===== config.mk =====
export PLATFORM = sky130hd
export DESIGN_NAME = usbCtrlSerial
export DESIGN_NICKNAME = d
export VERILOG_FILES = /design/src/usbCtrlPkg.sv /design/src/descIf.sv /design/src/setupIf.sv /design/src/ctrlXfrFsm.sv /design/src/descriptorRom.sv /design/src/setupCapture.sv /design/src/usbCtrlSerial.sv
export VERILOG_INCLUDE_DIRS = /design/src /design/src/src
export SDC_FILE = /design/constraint.sdc
export NUM_CORES = 1
export LEC_CHECK = 0
export BUFFER_PORTS_ARGS = -buffer_cell sky130_fd_sc_hd__buf_2
export CELL_PAD_IN_SITES_DETAIL_PLACEMENT = 1
export CELL_PAD_IN_SITES_GLOBAL_PLACEMENT = 2
export CORE_MARGIN = 2
export CORE_UTILIZATION = 30
export DETAILED_ROUTE_END_ITERATION = 8
export GPL_TIMING_DRIVEN = 0
export PLACE_DENSITY = 0.66
export SETUP_SLACK_MARGIN = 0.3
export SYNTH_ARGS = -nofsm -noshare
export SYNTH_HDL_FRONTEND = slang
export SYNTH_HIERARCHICAL = 1
export SYNTH_SLANG_ARGS = --single-unit

===== constraint.sdc =====
create_clock -name i_clk -period 2.4 [get_ports i_clk]
set_input_delay 0.24 -clock i_clk [delete_from_list [all_inputs] [get_ports i_clk]]
set_output_delay 0.24 -clock i_clk [all_outputs]
set_load 0.01 [all_outputs]

===== src/usbCtrl_cfg.svh =====
`ifndef USBCTRL_CFG_SVH
`define USBCTRL_CFG_SVH

`define USB_MAX_IN_PKT          8'd32     // bMaxPacketSize0 and bulk IN size
`define USB_MAX_OUT_PKT         8'd8      // bulk OUT size

`define USB_VENDOR_ID           16'h0525
`define USB_PRODUCT_ID          16'ha4a6  // serial gadget

`define USB_REQ_GET_DESCRIPTOR  8'd6      // bRequest codes, USB spec 9.4
`define USB_REQ_SET_ADDRESS     8'd5

`define USB_DESC_DEVICE         8'd1      // bDescriptorType codes
`define USB_DESC_CONFIG         8'd2
`define USB_DESC_INTERFACE      8'd4
`define USB_DESC_ENDPOINT       8'd5

`define USB_CLASS_VENDOR        8'hff
`define USB_EP_BULK             8'd2      // bmAttributes transfer type

`define USB_DEV_DESC_LEN        7'd18
`define USB_CFG_DESC_LEN        7'd32     // 9 + 9 + 7 + 7
`define USB_CFG_DESC_BASE       7'd18     // config descriptor follows device descriptor
`define USB_SETUP_BYTES         4'd8

`endif


===== src/usbCtrlPkg.sv =====
package usbCtrlPkg;

  // one byte on the endpoint data path
  typedef logic [7:0] byte_t;

  // address assigned by the host
  typedef logic [6:0] devAddr_t;

  // rom address and byte count, 50 bytes fit
  typedef logic [6:0] romAddr_t;

  // slot of a byte inside the SETUP packet
  typedef logic [3:0] setupIdx_t;

  // two-byte SETUP field, little endian on the wire
  typedef logic [15:0] word_t;

  // stages of a control transfer
  typedef enum logic [2:0] {
    ctrlIdle,       // waiting for SETUP token
    ctrlSetup,      // SETUP data arriving
    ctrlDataIn,     // device to host data
    ctrlDataOut,    // host to device data
    ctrlStatusIn,   // zero-length IN handshake
    ctrlStatusOut   // zero-length OUT handshake
  } ctrlState_t;

endpackage


===== src/descIf.sv =====
interface descIf ();

  // sequencer side
  logic setupEnd;   // setup stage done, load rom pointers
  logic statusEnd;  // transfer done, clear pointers
  logic byteSent;   // one IN byte accepted

  // rom side
  logic allSent;    // reply length reached

  modport seq (output setupEnd, statusEnd, byteSent,
               input  allSent);

  modport rom (input  setupEnd, statusEnd, byteSent,
               output allSent);

endinterface


===== src/setupIf.sv =====
interface setupIf import usbCtrlPkg::*; ();

  logic     dirIn;       // bmRequestType[7], device to host
  byte_t    bRequest;
  byte_t    descType;    // wValue high byte
  devAddr_t newAddr;     // wValue low 7 bits
  byte_t    lenLow;      // wLength low byte
  logic     setupStart;  // SETUP packet begins
  logic     pktEnd;      // dataAvail fell
  logic     statusEnd;   // transfer finished

  modport capture (output dirIn, bRequest, descType, newAddr, lenLow,
                   output setupStart, pktEnd, input statusEnd);
  modport seq     (input dirIn, bRequest, descType, newAddr, lenLow,
                   input setupStart, pktEnd, output statusEnd);
  modport rom     (input bRequest, descType, lenLow);

endinterface


===== src/ctrlXfrFsm.sv =====
`include "usbCtrl_cfg.svh"

module ctrlXfrFsm import usbCtrlPkg::*; (
  input  logic     i_clk,
  input  logic     i_rstN,
  input  logic     i_inGrant,
  input  logic     i_inDataFree,  // room in the IN buffer
  input  logic     i_inAcked,
  input  logic     i_outAcked,
  setupIf.seq      setupBus,
  descIf.seq       descBus,
  output logic     o_inReq,
  output logic     o_inDataPut,
  output logic     o_inDataDone,
  output logic     o_inStall,
  output devAddr_t o_devAddr
);

  ctrlState_t state;
  ctrlState_t stateNext;
  logic       stallQ;
  logic       allSentQ;        // allSent one clock late
  logic       inDoneQ;         // registered rise of allSent
  logic       saveAddrQ;       // SET_ADDRESS pending its status stage
  devAddr_t   pendAddrQ;
  devAddr_t   devAddrQ;
  logic       setupEnd;
  logic       statusEnd;
  logic       zeroLenPkt;
  logic       hasData;
  logic       isSetAddr;
  logic       badDesc;

  assign hasData   = |setupBus.lenLow;
  assign isSetAddr = setupBus.bRequest == `USB_REQ_SET_ADDRESS;
  assign badDesc   = (setupBus.bRequest == `USB_REQ_GET_DESCRIPTOR) &&
                     (setupBus.descType != `USB_DESC_DEVICE) &&
                     (setupBus.descType != `USB_DESC_CONFIG);  // answered with stall

  assign setupEnd  = (state == ctrlSetup) && setupBus.pktEnd;
  assign statusEnd = ((state == ctrlDataIn) && stallQ) ||
                     ((state == ctrlStatusIn) && i_inAcked) ||
                     ((state == ctrlStatusOut) && i_outAcked);
  assign zeroLenPkt = (setupEnd && !hasData) ||                  // no data stage
                      ((state == ctrlDataOut) && i_outAcked);    // status after OUT data

  assign o_inReq     = (state == ctrlDataIn) && !descBus.allSent;
  assign o_inDataPut = (state == ctrlDataIn) && !descBus.allSent && i_inDataFree;
  assign o_inDataDone = (inDoneQ && (state == ctrlDataIn)) || zeroLenPkt;
  assign o_inStall   = stallQ;
  assign o_devAddr   = devAddrQ;

  assign descBus.setupEnd  = setupEnd;
  assign descBus.statusEnd = statusEnd;
  assign descBus.byteSent  = o_inReq && i_inGrant && i_inDataFree;  // dataFree low holds
  assign setupBus.statusEnd = statusEnd;

  always_comb begin
    stateNext = state;
    case (state)
      ctrlIdle:      if (setupBus.setupStart) stateNext = ctrlSetup;
      ctrlSetup: begin
        if (setupBus.pktEnd) begin
          if (hasData && setupBus.dirIn) stateNext = ctrlDataIn;
          else if (hasData)              stateNext = ctrlDataOut;
          else                           stateNext = ctrlStatusIn;
        end
      end
      ctrlDataIn: begin
        if (stallQ)                              stateNext = ctrlIdle;
        else if (i_inAcked && descBus.allSent)   stateNext = ctrlStatusOut;
      end
      ctrlDataOut:   if (i_outAcked) stateNext = ctrlStatusIn;
      ctrlStatusIn:  if (i_inAcked)  stateNext = ctrlIdle;
      ctrlStatusOut: if (i_outAcked) stateNext = ctrlIdle;
      default:       stateNext = ctrlIdle;
    endcase
  end

  always_ff @(posedge i_clk or negedge i_rstN) begin
    if (!i_rstN) begin
      state     <= ctrlIdle;
      stallQ    <= 1'b0;
      allSentQ  <= 1'b0;
      inDoneQ   <= 1'b0;
    end else begin
      state     <= stateNext;
      stallQ    <= setupEnd && badDesc;
      allSentQ  <= descBus.allSent;
      inDoneQ   <= descBus.allSent && !allSentQ;  // last IN byte went out
    end
  end

  // status token still uses the old address, so switch after it
  always_ff @(posedge i_clk or negedge i_rstN) begin
    if (!i_rstN) begin
      saveAddrQ <= 1'b0;
      pendAddrQ <= '0;
      devAddrQ  <= '0;
    end else begin
      if (setupEnd && isSetAddr) pendAddrQ <= setupBus.newAddr;
      if (statusEnd && saveAddrQ) begin
        saveAddrQ <= 1'b0;
        devAddrQ  <= pendAddrQ;
      end else if (setupEnd && isSetAddr) begin
        saveAddrQ <= 1'b1;
      end
    end
  end

  // stall only ends the transfer from the IN data stage
  assert property (@(posedge i_clk) disable iff (!i_rstN) o_inStall |-> state == ctrlDataIn)
    else $error("stall outside the IN data stage");

endmodule


===== src/descriptorRom.sv =====
`include "usbCtrl_cfg.svh"

module descriptorRom import usbCtrlPkg::*; (
  input  logic  i_clk,
  input  logic  i_rstN,
  setupIf.rom   setupBus,
  descIf.rom    descBus,
  output byte_t o_data    // byte at current rom address
);

  romAddr_t romAddr;
  romAddr_t romLen;       // full descriptor length
  romAddr_t byteCnt;      // bytes accepted so far
  logic     getDesc;
  logic     isDev;
  logic     isCfg;

  assign getDesc = setupBus.bRequest == `USB_REQ_GET_DESCRIPTOR;
  assign isDev   = getDesc && (setupBus.descType == `USB_DESC_DEVICE);
  assign isCfg   = getDesc && (setupBus.descType == `USB_DESC_CONFIG);

  always_ff @(posedge i_clk or negedge i_rstN) begin
    if (!i_rstN) begin
      romAddr <= '0;
      romLen  <= '0;
      byteCnt <= '0;
    end else if (descBus.statusEnd) begin
      romAddr <= '0;
      romLen  <= '0;
      byteCnt <= '0;
    end else if (descBus.byteSent) begin
      romAddr <= romAddr + 7'd1;
      byteCnt <= byteCnt + 7'd1;
    end else if (descBus.setupEnd) begin
      romAddr <= isCfg ? `USB_CFG_DESC_BASE : 7'd0;
      if (isDev) romLen <= `USB_DEV_DESC_LEN;
      else if (isCfg) romLen <= `USB_CFG_DESC_LEN;  // other types keep 0 and send nothing
    end
  end

  // stop at the shorter of descriptor and host request
  assign descBus.allSent = (byteCnt == romLen) || ({1'b0, byteCnt} == setupBus.lenLow);

  always_comb begin
    case (romAddr)
      // device descriptor per USB spec 9.6.1
      7'h00: o_data = {1'b0, `USB_DEV_DESC_LEN};    // bLength
      7'h01: o_data = `USB_DESC_DEVICE;
      7'h02: o_data = 8'h00;                        // bcdUSB 2.00
      7'h03: o_data = 8'h02;
      7'h04: o_data = 8'h00;                        // class per interface
      7'h05: o_data = 8'h00;
      7'h06: o_data = 8'h00;
      7'h07: o_data = `USB_MAX_IN_PKT;              // bMaxPacketSize0
      7'h08: o_data = 8'(`USB_VENDOR_ID);           // idVendor lsb first
      7'h09: o_data = 8'(`USB_VENDOR_ID >> 8);
      7'h0a: o_data = 8'(`USB_PRODUCT_ID);
      7'h0b: o_data = 8'(`USB_PRODUCT_ID >> 8);
      7'h0c: o_data = 8'h00;                        // bcdDevice
      7'h0d: o_data = 8'h00;
      7'h0e: o_data = 8'h00;                        // no string descriptors
      7'h0f: o_data = 8'h00;
      7'h10: o_data = 8'h00;
      7'h11: o_data = 8'd1;                         // bNumConfigurations
      // configuration descriptor per USB spec 9.6.2
      7'h12: o_data = 8'd9;
      7'h13: o_data = `USB_DESC_CONFIG;
      7'h14: o_data = {1'b0, `USB_CFG_DESC_LEN};    // wTotalLength
      7'h15: o_data = 8'h00;
      7'h16: o_data = 8'd1;                         // one interface
      7'h17: o_data = 8'd1;                         // bConfigurationValue
      7'h18: o_data = 8'h00;
      7'h19: o_data = 8'hc0;                        // self powered
      7'h1a: o_data = 8'd50;                        // 100 mA
      // vendor class interface descriptor
      7'h1b: o_data = 8'd9;
      7'h1c: o_data = `USB_DESC_INTERFACE;
      7'h1d: o_data = 8'h00;                        // bInterfaceNumber
      7'h1e: o_data = 8'h00;
      7'h1f: o_data = 8'd2;                         // two bulk endpoints
      7'h20: o_data = `USB_CLASS_VENDOR;
      7'h21: o_data = 8'h00;
      7'h22: o_data = 8'h00;
      7'h23: o_data = 8'h00;
      // bulk OUT endpoint 1
      7'h24: o_data = 8'd7;
      7'h25: o_data = `USB_DESC_ENDPOINT;
      7'h26: o_data = 8'h01;
      7'h27: o_data = `USB_EP_BULK;
      7'h28: o_data = `USB_MAX_OUT_PKT;             // wMaxPacketSize
      7'h29: o_data = 8'h00;
      7'h2a: o_data = 8'h00;                        // bInterval unused for bulk
      // bulk IN endpoint 1
      7'h2b: o_data = 8'd7;
      7'h2c: o_data = `USB_DESC_ENDPOINT;
      7'h2d: o_data = 8'h81;
      7'h2e: o_data = `USB_EP_BULK;
      7'h2f: o_data = `USB_MAX_IN_PKT;
      7'h30: o_data = 8'h00;
      7'h31: o_data = 8'h00;
      default: o_data = 8'h00;
    endcase
  end

  // sequencer stops puts at allSent, so count stays within the loaded length
  assert property (@(posedge i_clk) disable iff (!i_rstN) byteCnt <= romLen)
    else $error("descriptor byte count past its length");

endmodule


===== src/setupCapture.sv =====
`include "usbCtrl_cfg.svh"

module setupCapture import usbCtrlPkg::*; (
  input  logic    i_clk,
  input  logic    i_rstN,
  input  logic    i_dataAvail,  // out ep holds a packet
  input  logic    i_grant,
  input  logic    i_setup,      // high from SETUP token until next OUT token
  input  byte_t   i_data,
  setupIf.capture setupBus
);

  logic      availQ;              // dataAvail one clock late
  logic      validQ;              // byte strobe of last cycle
  logic      setupStartQ;
  logic      pktEndQ;
  logic      storeByte;
  setupIdx_t byteIdx;             // next free slot
  byte_t     setupMem [`USB_SETUP_BYTES];
  word_t     wValue;

  assign storeByte = i_setup && validQ;  // data lags its strobe by one clock

  // edge pulses land one clock after the dataAvail edge
  always_ff @(posedge i_clk or negedge i_rstN) begin
    if (!i_rstN) begin
      availQ      <= 1'b0;
      validQ      <= 1'b0;
      setupStartQ <= 1'b0;
      pktEndQ     <= 1'b0;
    end else begin
      availQ      <= i_dataAvail;
      validQ      <= i_dataAvail && i_grant;
      setupStartQ <= i_dataAvail && !availQ && i_setup;  // rise on a SETUP pkt
      pktEndQ     <= !i_dataAvail && availQ;             // fall, any pkt
    end
  end

  always_ff @(posedge i_clk or negedge i_rstN) begin
    if (!i_rstN) begin
      byteIdx <= '0;
    end else if (setupBus.statusEnd) begin
      byteIdx <= '0;                       // ready for the next request
    end else if (storeByte) begin
      byteIdx <= byteIdx + 4'd1;
    end
  end

  always_ff @(posedge i_clk or negedge i_rstN) begin
    if (!i_rstN) begin
      for (int i = 0; i < `USB_SETUP_BYTES; i++) begin
        setupMem[i] <= '0;
      end
    end else if (storeByte) begin
      setupMem[byteIdx[2:0]] <= i_data;
    end
  end

  assign wValue              = {setupMem[3], setupMem[2]};
  assign setupBus.dirIn      = setupMem[0][7];  // bmRequestType direction
  assign setupBus.bRequest   = setupMem[1];
  assign setupBus.descType   = wValue[15:8];
  assign setupBus.newAddr    = wValue[6:0];
  assign setupBus.lenLow     = setupMem[6];     // wLength high byte ignored
  assign setupBus.setupStart = setupStartQ;
  assign setupBus.pktEnd     = pktEndQ;

  // a SETUP packet is eight bytes, so nothing lands past the last slot
  assert property (@(posedge i_clk) disable iff (!i_rstN)
    storeByte |-> byteIdx < `USB_SETUP_BYTES)
    else $error("SETUP byte index ran past the packet");

endmodule


===== src/usbCtrlSerial.sv =====
module usbCtrlSerial import usbCtrlPkg::*; (
  input  logic     i_clk,
  input  logic     i_rstN,
  output devAddr_t o_devAddr,       // assigned by host

  // out endpoint
  output logic     o_outEp_req,
  input  logic     i_outEp_grant,
  input  logic     i_outEp_dataAvail,
  input  logic     i_outEp_setup,
  output logic     o_outEp_dataGet,
  input  byte_t    i_outEp_data,
  input  logic     i_outEp_acked,

  // in endpoint
  output logic     o_inEp_req,
  input  logic     i_inEp_grant,
  input  logic     i_inEp_dataFree,
  output logic     o_inEp_dataPut,
  output byte_t    o_inEp_data,
  output logic     o_inEp_dataDone,
  output logic     o_inEp_stall,
  input  logic     i_inEp_acked
);

  setupIf setupBus ();
  descIf  descBus ();

  assign o_outEp_req     = i_outEp_dataAvail;  // always drain the out ep
  assign o_outEp_dataGet = i_outEp_dataAvail;

  setupCapture uSetup (.i_clk, .i_rstN, .i_dataAvail(i_outEp_dataAvail),
    .i_grant(i_outEp_grant), .i_setup(i_outEp_setup), .i_data(i_outEp_data),
    .setupBus(setupBus.capture));

  ctrlXfrFsm uFsm (.i_clk, .i_rstN, .i_inGrant(i_inEp_grant),
    .i_inDataFree(i_inEp_dataFree), .i_inAcked(i_inEp_acked), .i_outAcked(i_outEp_acked),
    .setupBus(setupBus.seq), .descBus(descBus.seq), .o_inReq(o_inEp_req),
    .o_inDataPut(o_inEp_dataPut), .o_inDataDone(o_inEp_dataDone),
    .o_inStall(o_inEp_stall), .o_devAddr);

  descriptorRom uRom (.i_clk, .i_rstN, .setupBus(setupBus.rom), .descBus(descBus.rom),
    .o_data(o_inEp_data));

endmodule


[Word-level counts from Yosys, hierarchy flattened]
Memories as Yosys holds them, arrays and structs flattened.
Index checks and enable logic that the tools add are counted.
Cells by class
  $add $sub $neg: 3
  order comparisons: 2
  equality and inequality tests: 20
  mux-type cells: 29
  bitwise logic cells: 1
  reductions and logical operators: 47
Operators with widths (count)
  two-way mux 7 bit: 10
  bitwise mux 64 bit: 1
  logical AND 1 bit: 27
  two-way mux 3 bit: 9
  demux 8 bit (select 3 bit): 1
  case mux 3 bit (6 select lines): 1
  equality test 8 x 3 -> 1 bit, second input constant: 2
  two-way mux 8 bit: 2
  adder 7 x 1 -> 7 bit, second input constant: 2
  != test 2 bit, second input constant: 5
  equality test 7 x 8 -> 1 bit: 1
  equality test 8 x 1 -> 1 bit, second input constant: 1
  equality test 8 x 2 -> 1 bit, second input constant: 1
  two-way mux 4 bit: 2
  != test 8 x 1 -> 1 bit, second input constant: 1
  != test 8 x 2 -> 1 bit, second input constant: 1
  nonzero test 2 bit: 4
  OR reduction 8 bit: 1
  equality test 7 bit: 1
  equality test 3 x 2 -> 1 bit, second input constant: 2
  equality test 3 bit, second input constant: 2
  AND reduction 6 bit: 1
  nonzero test 3 bit: 2
  logical NOT 1 bit: 5
  other kinds (12): 17
Storage, ports and cells
  bits in registers: 114
  bits in read-only memories: 512
  input port bits: 17
  memories: 1
Memories
  (name not given): depth 64, bits a word 8, read ports 1, clocked after memory_dff 0, write ports 0, line descriptorRom.sv:45  | case (romAddr)

[Longest topological paths before layout]
  depth after elaboration: 8
  depth in mapped cells: 10

[Modules after synthesis]
The synthesis kept the hierarchy.
By module, submodules not included
  descriptorRom: instances 1, cells each 182, area an instance 1519.0 µm², sequential area each 400.4 µm²
  setupCapture: instances 1, cells each 91, area an instance 1508.9 µm², sequential area each 975.9 µm²
  ctrlXfrFsm: instances 1, cells each 85, area an instance 1068.5 µm², sequential area each 525.5 µm²
  usbCtrlSerial: instances 1, cells each 2, area an instance 15.0 µm², sequential area each 0.0 µm²

[Worst setup path after synthesis]
Ideal clock, no wire load.
  kind: register -> register
  start point: reg uRom.byteCnt[5]
  end point: reg uRom.romLen[4]
  setup time: 0.142 ns
  data arrival time: 2.387 ns
  setup slack: -0.128 ns
  cell stages (with the launch flop): 10
  period minus slack after synthesis: 2.528 ns
  path through: dfrtp_1 xor2_1 or4_1 o21ai_0 nor3_1 and3_1 clkbuf_1 clkbuf_1 o311ai_0 o211ai_1
On the way
  word-level cells in the longest chain between the ends: 8
  elaborated cells on any way between the ends: 9
  classes of those cells: 3 x eq/ne; 6 x reduce/logical
RTL lines
  start: declaration: line descriptorRom.sv:13  | romAddr_t byteCnt;
  start signal: assignment: line descriptorRom.sv:33  | byteCnt <= byteCnt + 7'd1;
  equality test 7 x 8 -> 1 bit / equality test 7 bit (equally long branches): line descriptorRom.sv:42  | assign descBus.allSent = (byteCnt == romLen) || ({1'b0, byteCnt} == setupBus.lenLow);
  logical OR 1 bit *: line descriptorRom.sv:42
  net descBus.allSent: line descIf.sv:9  | logic allSent;
  logical NOT 1 bit *: line ctrlXfrFsm.sv:47  | assign o_inReq = (state == ctrlDataIn) && !descBus.allSent;
  logical AND 1 bit *: line ctrlXfrFsm.sv:47
  net o_inEp_req: line usbCtrlSerial.sv:16  | output logic o_inEp_req,
  logical AND 1 bit * (2 in series): line ctrlXfrFsm.sv:55  | assign descBus.byteSent = o_inReq && i_inGrant && i_inDataFree;
  net descBus.byteSent: line descIf.sv:6  | logic byteSent;
  != test 2 x 1 -> 1 bit (no source line) *
  AND reduction 3 bit (no source line) *
  end signal: assignment: line descriptorRom.sv:36  | if (isDev) romLen <= `USB_DEV_DESC_LEN;
  end signal: assignment: line descriptorRom.sv:37  | else if (isCfg) romLen <= `USB_CFG_DESC_LEN;
  end: declaration: line descriptorRom.sv:12  | romAddr_t romLen;
The timed path passes the listed nets; every way through them passes the cells marked *.
A chain may end at the register's enable or synchronous reset.

[Final worst setup path]
  start point: reg uRom.byteCnt[5]
  end point: reg uRom.romLen[5]
On the way
  word-level cells in the longest chain between the ends: 8
  elaborated cells on any way between the ends: 9
  classes of those cells: 3 x eq/ne; 6 x reduce/logical
RTL lines (line)
  equality test 7 x 8 -> 1 bit / equality test 7 bit (equally long branches): descriptorRom.sv:42
  logical OR 1 bit *: descriptorRom.sv:42
  net descBus.allSent: descIf.sv:9
  logical NOT 1 bit *: ctrlXfrFsm.sv:47
  logical AND 1 bit *: ctrlXfrFsm.sv:47
  logical AND 1 bit * (2 in series): ctrlXfrFsm.sv:55
  net descBus.byteSent: descIf.sv:6
  != test 2 x 1 -> 1 bit (no source line) *
  AND reduction 3 bit (no source line) *
Marks and branches as above.

==> results_tabular.tex <==
\begin{tabular}{lr}
\hline
Metric & Value \\
\hline
\multicolumn{2}{l}{\textbf{Logic synthesis}} \\
Number of flops mapped to enable cells by yosys & 0 \\
Post-synth design cell area & 4110 µm² \\
Cell types occupying the most area after synthesis & dfrtp\_1 46\%, mux2\_2 9.0\%, mux2i\_1 3.2\%, ha\_1 3.0\%, mux2\_4 2.6\% \\
Share of the synthesized area in the top cell type & 0.463 \\
Post-synth net total & 387 \\
Share of synthesized flip-flops with an asynchronous set or reset & 1.00 \\
Cell count after synthesis & 360 \\
Ys flop type & dfrtp\_1 \\
Post-synthesis sequential element count & 76 \\
Number of warnings reported in the yosys synthesis log & 6 \\
Per-instance average area after synthesis & 11.4 µm² \\
Proportion of synthesized chip area in sequential cells & 0.463 \\
Distinct cell type count of the synthesized netlist & 67 \\
Yosys top cell by area & dfrtp\_1 \\
\multicolumn{2}{l}{\textbf{Final layout}} \\
Fraction of final layout cells with drive strength greater than 1 & 0.460 \\
Core occupancy in the finished layout & 0.410 \\
Non-Filler Cell Area, Final & 5450 µm² \\
Diodes inserted & 0 \\
Most used cells in the layout excluding fill and tap cells & 69 x dfrtp\_1, 34 x buf\_2, 33 x mux2\_2 \\
Commonest non-fill, non-tap cell in the layout & dfrtp\_1 \\
Post-layout nets & 461 \\
Area overhead of the layout relative to synthesis & 32.5\% \\
\multicolumn{2}{l}{\textbf{Drt}} \\
Total met2 wirelength after detailed routing & 5140 µm \\
Detail Route Antenna Nets & 0 \\
First-pass detailed-route iteration total & 4 \\
Total via count in the routed design & 3060 \\
Length of routed wiring on met1 & 4820 µm \\
Average routed wire per standard cell & 16.8 µm \\
First DRT Iteration DRCs & 129 \\
Vias per cell & 4.98 \\
Final WL & 10400 µm \\
Total met3 wirelength after detailed routing & 229 µm \\
Count of unresolved DRC violations after routing & 0 \\
Highest layer used for signal routing & met4 \\
\multicolumn{2}{l}{\textbf{GRT}} \\
GR Util All Layers & 0.145 \\
Via count of the first global-routing pass & 3147 \\
Wire length of the first global-routing pass & 16700 µm \\
Pin count of the biggest net entering global routing & 61 \\
Antenna violations before repair & 0 \\
Overflow left after global routing & 0 \\
\multicolumn{2}{l}{\textbf{Placed design}} \\
Total placed instance area & 4560 µm² \\
Routability-driven placement congestion ratio & 0.811 \\
HPWL Detailed & 7060 µm \\
Port buffer count & 37 \\
\multicolumn{2}{l}{\textbf{Clock tree}} \\
Total clock buffers created by CTS & 9 \\
TritonCTS clock tree & done \\
Clock insertion delay at the later pin of the skew report & 0.34 ns \\
Number of sinks on the clock net & 76 \\
Clock root cell & clkbuf\_16 \\
Max Root-Sink Buffers & 2 \\
Clock transition time at the flip-flop clock pins of the worst setup and hold paths & 0.06 ns \\
H-tree levels & 3 \\
\multicolumn{2}{l}{\textbf{Timing}} \\
Hold Vio Cnt, Final & 0 \\
Achievable frequency & 422 MHz \\
Largest clock skew in the final design & 0.00946 ns \\
Actual transition at the worst max-transition pin & 0.561 ns \\
Final slew viol count & 0 \\
\# setup viols final & 0 \\
RSZ-0062 raised after global routing & yes \\
Relative slew slack & 0.623 \\
Period utilisation layout & 0.988 \\
Hold\_ws & 0.0686 ns \\
Final critical-path required period & 2.37 ns \\
\multicolumn{2}{l}{\textbf{Power and ir drop}} \\
Standby leakage power & 2.47 nW \\
Switching power share of the total & 0.309 \\
Combinational share of power & 0.237 \\
Sequential share of power & 0.425 \\
Internal power consumption & 2.91 mW \\
Total power & 4.21 mW \\
Peak supply drop & 629 µV \\
Part of the power in the clock network & 0.338 \\
Power dissipated by switching net loads & 1.30 mW \\
Power Density & 773 nW/µm² \\
\multicolumn{2}{l}{\textbf{Critical path}} \\
Worst setup path category & reg2reg \\
Total buffers and inverters traversed by the critical path & 1 \\
Crit. End Element & register \\
Largest stage delay, worst path & 0.52 ns \\
Critical path's slowest cell & or4\_4 \\
Top fanout value on the critical path & 5 \\
Cells along the critical path & xor2\_1 > or4\_4 > o21ai\_4 > nor3\_2 > and3\_4 > buf\_8 > o311a\_1 > a311o\_2 \\
Data arrival time of the critical path & 2.59 ns \\
Sort of element at the start of the critical path & register \\
Category of cells accounting for the largest share of critical-path delay & compound AO/OA/AOI/OAI gates \\
Endpoint required time on the critical path & 2.62 ns \\
\multicolumn{2}{l}{\textbf{Floorplanning}} \\
Initial Util & 0.309 \\
Die H & 121 µm \\
Placeable core area & 13300 µm² \\
Horizontal die dimension & 121 µm \\
Ports placed on the boundary & 38 \\
Placement Rows & 42 \\
Die outline area & 14700 µm² \\
\multicolumn{2}{l}{\textbf{Flow run}} \\
Number of violations of the max-capacitance limit & 0 \\
\multicolumn{2}{l}{\textbf{Hold path}} \\
Hold Path Class & in2reg \\
\multicolumn{2}{l}{\textbf{Run status}} \\
Outcome & completed \\
\hline
\end{tabular}
[synth_stat cells (3+ instances only)]
master / n
nand2b_1: 6
nand3_1: 11
mux2i_1: 13
o21ai_0: 10
nor4b_1: 3
mux2_4: 7
dfrtp_1: 76
inv_1: 12
nand2_1: 10
a32oi_1: 4
clkbuf_1: 5
buf_2: 9
mux2_2: 33
xor2_1: 10
buf_4: 3
nor4_1: 5
nand4_1: 4
mux2_1: 7
and3_1: 4
ha_1: 10
nand3b_1: 3
nor2b_1: 5
nor2_1: 23
or4_1: 3
o22ai_1: 3
nor3_1: 9
xnor2_1: 7
a21oi_1: 13
nand4_2: 3
o211ai_1: 5
[power groups by stage]
stage	Clock, mW	Sequential (mW)	Combinational [mW]
6_report	1.42	1.79	0.998
5_1_grt	1.53	1.83	1.10
4_1_cts	1.47	1.79	0.965
3_5_place_dp	0	1.81	0.912
3_3_place_gp	0	1.80	0.875
2_1_floorplan	0	1.74	0.707
[layout make-up]
cell class / instances / area, µm²
buffer: 20 / 184
timing repair buffer: 63 / 485
tap: 176 / 220
multi-input combinational: 252 / 2280
clock inverter: 7 / 87.6
sequential: 76 / 1910
clock buffer: 9 / 225
inverter: 12 / 50.0
fill: 1421 / 7850
[cells by family (layout without fill, tap and decap cells)]
group,count (synthesis),after routing,synth area share
DFF,76,76,0.463
buffers and inverters,32,111,0.0386
adders and majority gates,10,10,0.0304
muxes,60,60,0.167
xor gates and xnor gates,17,17,0.0362
and+or+nand+nor,111,111,0.177
AOI/OAI and AO/OA,54,54,0.0886
[flip-flops by register name, indices dropped and copies added, names as in the netlist]
register and count:
uFsm/allSentQ 1, uFsm/inDoneQ 1, uFsm/o_devAddr 7, uFsm/o_inStall 1, uFsm/pendAddrQ 7, uFsm/saveAddrQ 1
uFsm/state 3, uRom/byteCnt 7, uRom/romAddr 7, uRom/romLen 2, uSetup/availQ 1, uSetup/byteIdx 3
uSetup/setupBus.bRequest 8, uSetup/setupBus.descType 8, uSetup/setupBus.dirIn 1, uSetup/setupBus.lenLow 8, uSetup/setupBus.newAddr 7, uSetup/setupBus.pktEnd 1
uSetup/setupBus.setupStart 1, uSetup/validQ 1
[per-layer routing]
layer	vias up	GRT usage
met5	-	0
met4	0	0.0422
met3	16	0.0244
met2	40	0.238
met1	1546	0.197
li1	1458	-
[repair_timing]
item / 4_1_cts / 5_1_grt
pin swaps: 15 / 18
setup endpoints to repair: 34 / 41
hold endpoints to repair: 16 / 0
hold buffers: 1 / 0
resized for setup: 43 / 57
cloned: 0 / 2
buffers inserted: 12 / 10
[metrics by stage]
step / setup WS [ns] / std cells / setup TNS [ns]
final: 0.0276 / 615 / 0
after global routing: -0.0401 / 615 / -0.0613
after CTS: 0.0240 / 603 / 0
after detailed placement: -0.230 / 574 / -1.52
after global placement: -0.178 / 573 / -1.08
after floorplan: 0.0711 / 360 / 0
[worst register-to-register path: cells and delay by family (launching register included)]
family	cells	cell delay (ns)
AO/OA/AOI/OAI	3	0.77
XOR/XNOR	1	0.15
buffers and inverters	1	0.14
flip-flops	1	0.44
AND/OR/NAND/NOR	3	0.76
[final timing paths]
check / from / endpoint / slack (ns) / cells after the start
setup / recovery: uRom/byteCnt[5] / uRom/romLen[5] / 0.03 / 8
hold / removal: i_outEp_dataAvail / uSetup/availQ / 0.07 / 1
setup reg to reg: uRom/byteCnt[5] / uRom/romLen[5] / 0.03 / 8
hold reg to reg: uFsm/allSentQ / uFsm/inDoneQ / 0.40 / 1
max in group asynchronous: i_rstN / uRom/romAddr[1] / 1.50 / 3
min in group asynchronous: i_rstN / uSetup/availQ / 0.31 / 2
Power figures use the tool's default switching activity.
